**src/common/bus_pkg.sv**
```systemverilog
package bus_pkg;

	// register page offsets.
	localparam logic [7:0] addr_div  = 8'h04;
	localparam logic [7:0] addr_tima = 8'h05;
	localparam logic [7:0] addr_tma  = 8'h06;
	localparam logic [7:0] addr_tac  = 8'h07;
	localparam logic [7:0] addr_if   = 8'h0f;
	localparam logic [7:0] addr_ie   = 8'hff;

	// one bus cycle as seen by the register blocks.
	typedef struct packed {
		logic       wr;
		logic       rd;
		logic [7:0] addr;
		logic [7:0] wdata;
	} bus_req_t;

endpackage

```
**src/common/irq_pkg.sv**
```systemverilog
package irq_pkg;

	localparam int irq_num = 5;

	// bit position is also priority, lowest index wins.
	localparam logic [2:0] irq_bit_vblank = 3'd0;
	localparam logic [2:0] irq_bit_stat   = 3'd1;
	localparam logic [2:0] irq_bit_timer  = 3'd2;
	localparam logic [2:0] irq_bit_serial = 3'd3;
	localparam logic [2:0] irq_bit_joypad = 3'd4;

	// first field is the most significant bit.
	typedef struct packed {
		logic joypad;
		logic serial;
		logic timer;
		logic stat;
		logic vblank;
	} irq_src_t;

	// vectors step by 8 from here.
	localparam logic [7:0] irq_vector_base = 8'h40;

	// IF bits above the sources read back as ones.
	localparam logic [7-irq_num:0] if_unused_ones = '1;

	// divider bit that clocks TIMA, indexed by TAC[1:0].
	localparam int tac_div_bit [4] = '{9, 3, 5, 7};

	localparam int joy_filter_len = 4;

endpackage

```
**src/irq/irq_dispatch.sv**
```systemverilog
`timescale 1ns/100ps

module irq_dispatch
	import irq_pkg::*;
(
	input  logic       boga1mhz,
	input  logic       rst_n,
	input  irq_src_t   flags,
	input  irq_src_t   enables,
	input  logic       cpu_ack,
	output irq_src_t   clr,
	output irq_src_t   irq_trig,
	output logic [7:0] irq_vector
);

	typedef enum logic [1:0] {
		st_idle,
		st_request,
		st_release
	} state_t;

	state_t     state;
	irq_src_t   pending;
	logic [2:0] sel_idx;
	logic [7:0] sel_vector;

	assign pending = flags & enables;

	// fixed priority, vblank first.
	always_comb begin
		if (pending.vblank) begin
			sel_idx = irq_bit_vblank;
		end else if (pending.stat) begin
			sel_idx = irq_bit_stat;
		end else if (pending.timer) begin
			sel_idx = irq_bit_timer;
		end else if (pending.serial) begin
			sel_idx = irq_bit_serial;
		end else begin
			sel_idx = irq_bit_joypad;
		end
	end

	assign sel_vector = irq_vector_base + {2'b00, sel_idx, 3'b000};

	// clear goes out in the ack cycle so IF drops at the ack edge.
	assign clr = (state == st_request && cpu_ack) ? irq_trig : irq_src_t'('0);

	always_ff @(posedge boga1mhz) begin
		if (!rst_n) begin
			state      <= st_idle;
			irq_trig   <= '0;
			irq_vector <= '0;
		end else begin
			case (state)
				st_idle: begin
					if (|pending) begin
						irq_trig   <= irq_src_t'(5'b00001 << sel_idx);
						irq_vector <= sel_vector;
						state      <= st_request;
					end
				end
				st_request: begin
					// hold the trigger until the cpu takes it.
					if (cpu_ack) begin
						irq_trig <= '0;
						state    <= st_release;
					end
				end
				st_release: begin
					state <= st_idle;
				end
				default: begin
					state <= st_idle;
				end
			endcase
		end
	end

endmodule

```
**src/irq/irq_flags.sv**
```systemverilog
`timescale 1ns/100ps

module irq_flags
	import bus_pkg::*;
	import irq_pkg::*;
(
	input  logic       boga1mhz,
	input  logic       rst_n,
	input  bus_req_t   bus,
	input  irq_src_t   req,
	input  irq_src_t   clr,
	output irq_src_t   flags,
	output logic [7:0] enables,
	output logic [7:0] flags_rdata
);

	logic     if_wr;
	logic     ie_wr;
	irq_src_t flags_next;

	assign if_wr = bus.wr && (bus.addr == addr_if);
	assign ie_wr = bus.wr && (bus.addr == addr_ie);

	// a write replaces the flags, otherwise ack clears.
	// requests land on top either way, so set beats clear.
	always_comb begin
		if (if_wr) begin
			flags_next = irq_src_t'(bus.wdata[irq_num-1:0]);
		end else begin
			flags_next = flags & ~clr;
		end
		flags_next = flags_next | req;
	end

	always_ff @(posedge boga1mhz) begin
		if (!rst_n) begin
			flags <= '0;
		end else begin
			flags <= flags_next;
		end
	end

	always_ff @(posedge boga1mhz) begin
		if (!rst_n) begin
			enables <= '0;
		end else if (ie_wr) begin
			enables <= bus.wdata;
		end
	end

	// read-back, zero outside our two addresses.
	always_comb begin
		flags_rdata = '0;
		if (bus.rd) begin
			case (bus.addr)
				addr_if: flags_rdata = {if_unused_ones, flags};
				addr_ie: flags_rdata = enables;
				default: flags_rdata = '0;
			endcase
		end
	end

endmodule

```
**src/rtl/input_sync.sv**
```systemverilog
`timescale 1ns/100ps

module input_sync #(
	parameter type payload_t = logic
) (
	input  logic     boga1mhz,
	input  logic     rst_n,
	input  payload_t din,
	output payload_t dout
);

	payload_t meta;

	// two stages before anything downstream looks at it.
	always_ff @(posedge boga1mhz) begin
		if (!rst_n) begin
			meta <= '0;
			dout <= '0;
		end else begin
			meta <= din;
			dout <= meta;
		end
	end

endmodule

```
**src/rtl/irq_subsystem.sv**
```systemverilog
`timescale 1ns/100ps

module irq_subsystem
	import bus_pkg::*;
	import irq_pkg::*;
(
	input  logic       boga1mhz,
	input  logic       rst_n,
	input  bus_req_t   bus,
	input  irq_src_t   src,
	input  logic [3:0] keys,
	input  logic       cpu_ack,
	output logic [7:0] rdata,
	output irq_src_t   irq_trig,
	output logic [7:0] irq_vector,
	output logic       wake
);

	irq_src_t   src_q;
	logic [3:0] keys_q;
	logic       joy_req;
	logic       timer_req;
	logic [7:0] timer_rdata;
	logic [7:0] flags_rdata;
	logic [7:0] enables;
	irq_src_t   req;
	irq_src_t   flags;
	irq_src_t   clr;

	input_sync #(.payload_t(irq_src_t)) src_sync_inst (
		.boga1mhz (boga1mhz),
		.rst_n    (rst_n),
		.din      (src),
		.dout     (src_q)
	);

	input_sync #(.payload_t(logic [3:0])) keys_sync_inst (
		.boga1mhz (boga1mhz),
		.rst_n    (rst_n),
		.din      (keys),
		.dout     (keys_q)
	);

	joypad_detect joypad_detect_inst (
		.boga1mhz (boga1mhz),
		.rst_n    (rst_n),
		.keys     (keys_q),
		.joy_req  (joy_req),
		.wake     (wake)
	);

	irq_timer irq_timer_inst (
		.boga1mhz    (boga1mhz),
		.rst_n       (rst_n),
		.bus         (bus),
		.timer_rdata (timer_rdata),
		.timer_req   (timer_req)
	);

	// timer and joypad come from inside, the rest from outside.
	assign req = '{
		joypad: joy_req,
		serial: src_q.serial,
		timer:  timer_req,
		stat:   src_q.stat,
		vblank: src_q.vblank
	};

	irq_flags irq_flags_inst (
		.boga1mhz    (boga1mhz),
		.rst_n       (rst_n),
		.bus         (bus),
		.req         (req),
		.clr         (clr),
		.flags       (flags),
		.enables     (enables),
		.flags_rdata (flags_rdata)
	);

	irq_dispatch irq_dispatch_inst (
		.boga1mhz   (boga1mhz),
		.rst_n      (rst_n),
		.flags      (flags),
		.enables    (irq_src_t'(enables[irq_num-1:0])),
		.cpu_ack    (cpu_ack),
		.clr        (clr),
		.irq_trig   (irq_trig),
		.irq_vector (irq_vector)
	);

	// both sides are zero outside their own addresses.
	assign rdata = flags_rdata | timer_rdata;

endmodule

```
**src/rtl/joypad_detect.sv**
```systemverilog
`timescale 1ns/100ps

module joypad_detect
	import irq_pkg::*;
(
	input  logic       boga1mhz,
	input  logic       rst_n,
	input  logic [3:0] keys,
	output logic       joy_req,
	output logic       wake
);

	// stage 0 is the registered key OR.
	logic [joy_filter_len-1:0] stage;
	logic                      last_q;

	always_ff @(posedge boga1mhz) begin
		if (!rst_n) begin
			stage  <= '0;
			last_q <= 1'b0;
		end else begin
			stage  <= {stage[joy_filter_len-2:0], |keys};
			last_q <= stage[joy_filter_len-1];
		end
	end

	assign wake = stage[0];

	// fires once as the last stage rises, keys still down.
	assign joy_req = stage[joy_filter_len-1] && !last_q && stage[0];

endmodule

```
**src/timer/irq_timer.sv**
```systemverilog
`timescale 1ns/100ps

module irq_timer
	import bus_pkg::*;
	import irq_pkg::*;
(
	input  logic       boga1mhz,
	input  logic       rst_n,
	input  bus_req_t   bus,
	output logic [7:0] timer_rdata,
	output logic       timer_req
);

	logic [15:0] div_cnt;
	logic [7:0]  tima;
	logic [7:0]  tma;
	logic [2:0]  tac;
	logic        div_bit;
	logic        div_bit_q;
	logic        tick;

	// any write to DIV restarts the whole divider.
	always_ff @(posedge boga1mhz) begin
		if (!rst_n) begin
			div_cnt <= '0;
		end else if (bus.wr && bus.addr == addr_div) begin
			div_cnt <= '0;
		end else begin
			div_cnt <= div_cnt + 16'd1;
		end
	end

	assign div_bit = div_cnt[tac_div_bit[tac[1:0]]];

	always_ff @(posedge boga1mhz) begin
		if (!rst_n) begin
			div_bit_q <= 1'b0;
		end else begin
			div_bit_q <= div_bit;
		end
	end

	// falling edge of the selected bit.
	assign tick = div_bit_q && !div_bit && tac[2];

	always_ff @(posedge boga1mhz) begin
		if (!rst_n) begin
			tma <= '0;
			tac <= '0;
		end else if (bus.wr) begin
			if (bus.addr == addr_tma) begin
				tma <= bus.wdata;
			end
			if (bus.addr == addr_tac) begin
				tac <= bus.wdata[2:0];
			end
		end
	end

	always_ff @(posedge boga1mhz) begin
		if (!rst_n) begin
			tima      <= '0;
			timer_req <= 1'b0;
		end else begin
			timer_req <= 1'b0;
			if (bus.wr && bus.addr == addr_tima) begin
				tima <= bus.wdata;
			end else if (tick) begin
				if (tima == 8'hff) begin
					// overflow reloads and requests in the same edge.
					tima      <= tma;
					timer_req <= 1'b1;
				end else begin
					tima <= tima + 8'd1;
				end
			end
		end
	end

	always_comb begin
		timer_rdata = '0;
		if (bus.rd) begin
			case (bus.addr)
				addr_div:  timer_rdata = div_cnt[15:8];
				addr_tima: timer_rdata = tima;
				addr_tma:  timer_rdata = tma;
				addr_tac:  timer_rdata = {5'b11111, tac};
				default:   timer_rdata = '0;
			endcase
		end
	end

endmodule
```
**config.mk**
```make
export PLATFORM = sky130hd
export DESIGN_NAME = irq_subsystem
export DESIGN_NICKNAME = d
export VERILOG_FILES = /design/src/common/bus_pkg.sv /design/src/common/irq_pkg.sv /design/src/irq/irq_dispatch.sv /design/src/irq/irq_flags.sv /design/src/rtl/input_sync.sv /design/src/rtl/irq_subsystem.sv /design/src/rtl/joypad_detect.sv /design/src/timer/irq_timer.sv
export SDC_FILE = /design/constraint.sdc
export NUM_CORES = 1
export LEC_CHECK = 0
export BUFFER_PORTS_ARGS = -buffer_cell sky130_fd_sc_hd__buf_2
export CAP_MARGIN = 20
export CORE_MARGIN = 2
export CORE_UTILIZATION = 52
export CTS_CLUSTER_DIAMETER = 40
export DETAILED_ROUTE_END_ITERATION = 10
export GPL_TIMING_DRIVEN = 0
export PLACE_DENSITY_LB_ADDON = 0.05
export SLEW_MARGIN = 15
export SYNTH_ARGS = -nofsm -noshare
export SYNTH_HDL_FRONTEND = slang
export SYNTH_SLANG_ARGS = --single-unit
```
**constraint.sdc**
```tcl
create_clock -name boga1mhz -period 1.92 [get_ports boga1mhz]
set_input_delay 0.192 -clock boga1mhz [delete_from_list [all_inputs] [get_ports boga1mhz]]
set_output_delay 0.192 -clock boga1mhz [all_outputs]
set_load 0.02 [all_outputs]
```
==> results.md <==
* Ant. Diodes at 0
* Cell with the biggest individual delay on the critical path: mux4_2
* HP Class: input pin to flop
* Core area at 0.00683 mm2
* Post-synth design cell area at 0.00369 mm2
* CTS Root Buffer Type: clkbuf_8
* Deepest clock path buffer count at 2
* Total congestion overflow after global routing at 0
* Avg Cell Area, Syn at 8.81 um2
* Routed WL per cell at ~16 um
* Flip-flop and latch count after synthesis at 80
* WS Path Type: flop to primary output
* Overall die area at slightly below 0.008 mm2
* Worst Max-Slew Pin Slew at about 900 ps
* CTS buffer count at 9
* Crit path capture type: primary output
* Wire length of the first global-routing pass at approximately 15000 um
* Hold-fix buffers at CTS at 0
* Slowest Stage Delay on Critical Path at approximately 490 ps
* Cells after Synth at 419
* DRC errors left at 0
* Run status: complete, no violations
* Pwr per Cell Area at 730 mW/mm2
* Highest achievable clock rate at roughly 530 MHz
* Worst path top cell family by delay: multiplexers
* Area growth syn-to-layout at 15.4%
* Required time of the critical path at about 1700 ps
* Minimum period implied by the final worst setup slack at between 1500 and 2000 ps
* Share of cells above drive strength 1 at ~18%
* Number of buffers added for setup after CTS at 0
* Number of DRC violations after detailed-routing iteration 0 at 367
* Total placed cells including tap cells at 561
* Data arrival time of the worst path at 1680 ps
* Total routed wirelength at about 9000 um
* Count of final hold-check violations at 0
* Post-detailed-route via-to-cell ratio at slightly below 6
* Count of nets after finishing at between 500 and 600
* Proportion of synthesized chip area in sequential cells at a little over two fifths
* Number of iterations in the first detailed-routing pass at 5
* Final period util at a little over nine tenths
* GRT Overall Usage at around 25%
* Initial core utilization at about 54%
* Count of warnings emitted by yosys at 0
* Row count at 30
* CTS tree: built
* Final-report setup violation count at 0
* Kind of start point of the critical path: flop
* Worst-case headroom to the max-slew limit at 39.6%
* Y dimension of the die at just under 90 um
* Clock latency on the worst-skew pair at between 300 and 400 ps
* Number of flops mapped to enable cells by yosys at 0
* List of cells traversed by the critical path: mux4_2, inv_1, o22ai_1, and2_1, buf_2
* Main flop type after synthesis: dfxtp_1
* Die Width at between 80 and 90 um
* Via count of the first global-routing pass at approximately 3000
* Hold Slack at 44.5 ps
* Register clock-pin slew on the reported worst setup and hold paths at 80 ps
* Final estimated routing congestion in global placement at roughly 0.93
* Number of antenna violations at the first check in global routing at 0
* Clock Sinks at 80
* Leakage Power at ~1.6 nW
* Non-Filler Instances at around 570
* Post-route cell area at between 0.004 and 0.005 mm2
* Max Slew Vio Count at 0
* Count of input and output buffers at 43
* Worst-path fanout max at 8
* Number of maximum-capacitance violations at 0
* Pin count of the biggest net entering global routing at 13
* Final-layout setup total negative slack at 0 ps
* Number of unique standard cell types used by synthesis at 50
* Total via count after detailed routing at 3314
* Peak supply drop at between 0.4 and 0.5 mV
* H-tree Lvls at 3
* Ys async rst share at 0%
* Residual antenna-violating net count after detailed routing at 0
* Detailed Place HPWL at ~6500 um
* Unrepaired setup endpoints after global routing: false
* Buffer and inverter count on the worst path at 2
* Worst clock skew on the final layout at around 6.7 ps
* Post-detailed-placement cell area at slightly above 0.004 mm2
* Ports at 52
[registers in the layout, indices dropped and copies added, names as in the netlist, 4 cells and up]
name / count
irq_dispatch_inst.irq_trig: 5
irq_dispatch_inst.irq_vector: 4
irq_flags_inst.enables: 8
irq_flags_inst.flags: 5
irq_timer_inst.div_cnt: 16
irq_timer_inst.tima: 8
irq_timer_inst.tma: 8
joypad_detect_inst.stage: 4
keys_sync_inst.dout: 4
keys_sync_inst.meta: 4
[report_power, final]
group	switching [mW]	total, mW	internal [mW]
Clock	0.604	1.23	0.623
Combinational	0.116	0.185	0.0687
Sequential	0.0132	1.70	1.68
[timing repair]
item                                    4_1_cts  5_1_grt
endpoints found under the setup margin       11       11
gates resized for setup                       8       14
cloned                                        0        0
[cell usage in the layout, fill, tap and decap left out, types with 7 or more instances in the layout]
master and n:
dfxtp_2 7, nand3_1 30, o22ai_1 11, a31oi_1 10, clkbuf_1 12, o221ai_1 9, inv_1 13, buf_2 46
clkbuf_8 10, dfxtp_1 73, xor2_1 9, and2_1 32, a21oi_1 22, o21ai_0 7, nand2_1 40, nand4_1 11
mux2i_1 20, nor2_1 34
[synthesized netlist by cell type, types with 4 or more instances]
cell,instances,area (um2)
dfxtp_1,80,1600
nand2_1,40,150
nor2_1,34,128
and2_1,32,200
nand3_1,30,150
a21oi_1,22,110
mux2i_1,20,200
clkbuf_1,19,71.3
inv_1,13,48.8
nand4_1,11,68.8
o22ai_1,11,68.8
a31oi_1,10,62.6
o221ai_1,9,78.8
xor2_1,9,78.8
o21ai_0,7,35.0
a22oi_1,6,45.0
and3_1,5,31.3
buf_4,5,37.5
and4_1,4,35.0
mux2_2,4,45.0
nand3b_1,4,30.0
[layout make-up]
cell class / instances / area [um2]
fill: 640 / 2570
multi-input combinational: 302 / 1960
sequential: 80 / 1610
timing repair buffer: 43 / 215
clock buffer: 11 / 141
buffer: 24 / 120
tap: 96 / 120
inverter: 14 / 52.6
clock inverter: 3 / 43.8
[cells by family (layout without fill, tap and decap cells)]
family | count (synthesis) | count (layout) | share of synthesized area [%]
flip-flops | 80 | 80 | 43.4
adder cells (fa/ha/maj) | 2 | 2 | 0.678
XOR/XNOR | 12 | 12 | 2.85
AO/OA/AOI/OAI | 79 | 79 | 14.6
other | 1 | 4 | 0.102
AND/OR/NAND/NOR | 178 | 178 | 25.3
buffers and inverters | 40 | 95 | 4.61
multiplexers | 27 | 27 | 8.47
[final timing paths]
check / cells past startpoint / from / slack, ps / end
worst min-delay path: 2 / keys[2] / 40 / keys_sync_inst.meta[2]
worst max register to register: 3 / irq_timer_inst.tac[1] / 180 / irq_timer_inst.tima[3]
worst max-delay path: 5 / irq_timer_inst.tima[2] / 50 / rdata[2]
worst min register to register: 1 / keys_sync_inst.meta[3] / 440 / keys_sync_inst.dout[3]
[metrics by stage]
stage | util, % | setup WS, ps | power (mW)
2_1_floorplan | - | 135 | 1.84
3_3_place_gp | 59.1 | -351 | 1.91
3_5_place_dp | 59.1 | -365 | 1.92
4_1_cts | 62.2 | 23.9 | 3.12
5_1_grt | 62.4 | 13.7 | 3.21
6_report | 62.4 | 46.8 | 3.11
[metal layers]
metal	part of all wire [%]	track usage [%]	routed length (um)
met3	5.5	4.20	500
met1	46	33.9	4190
met4	3.4	13.2	305
met5	0	0	0
met2	45	36.9	4100
No activity file was read; power rests on OpenSTA's default activity.
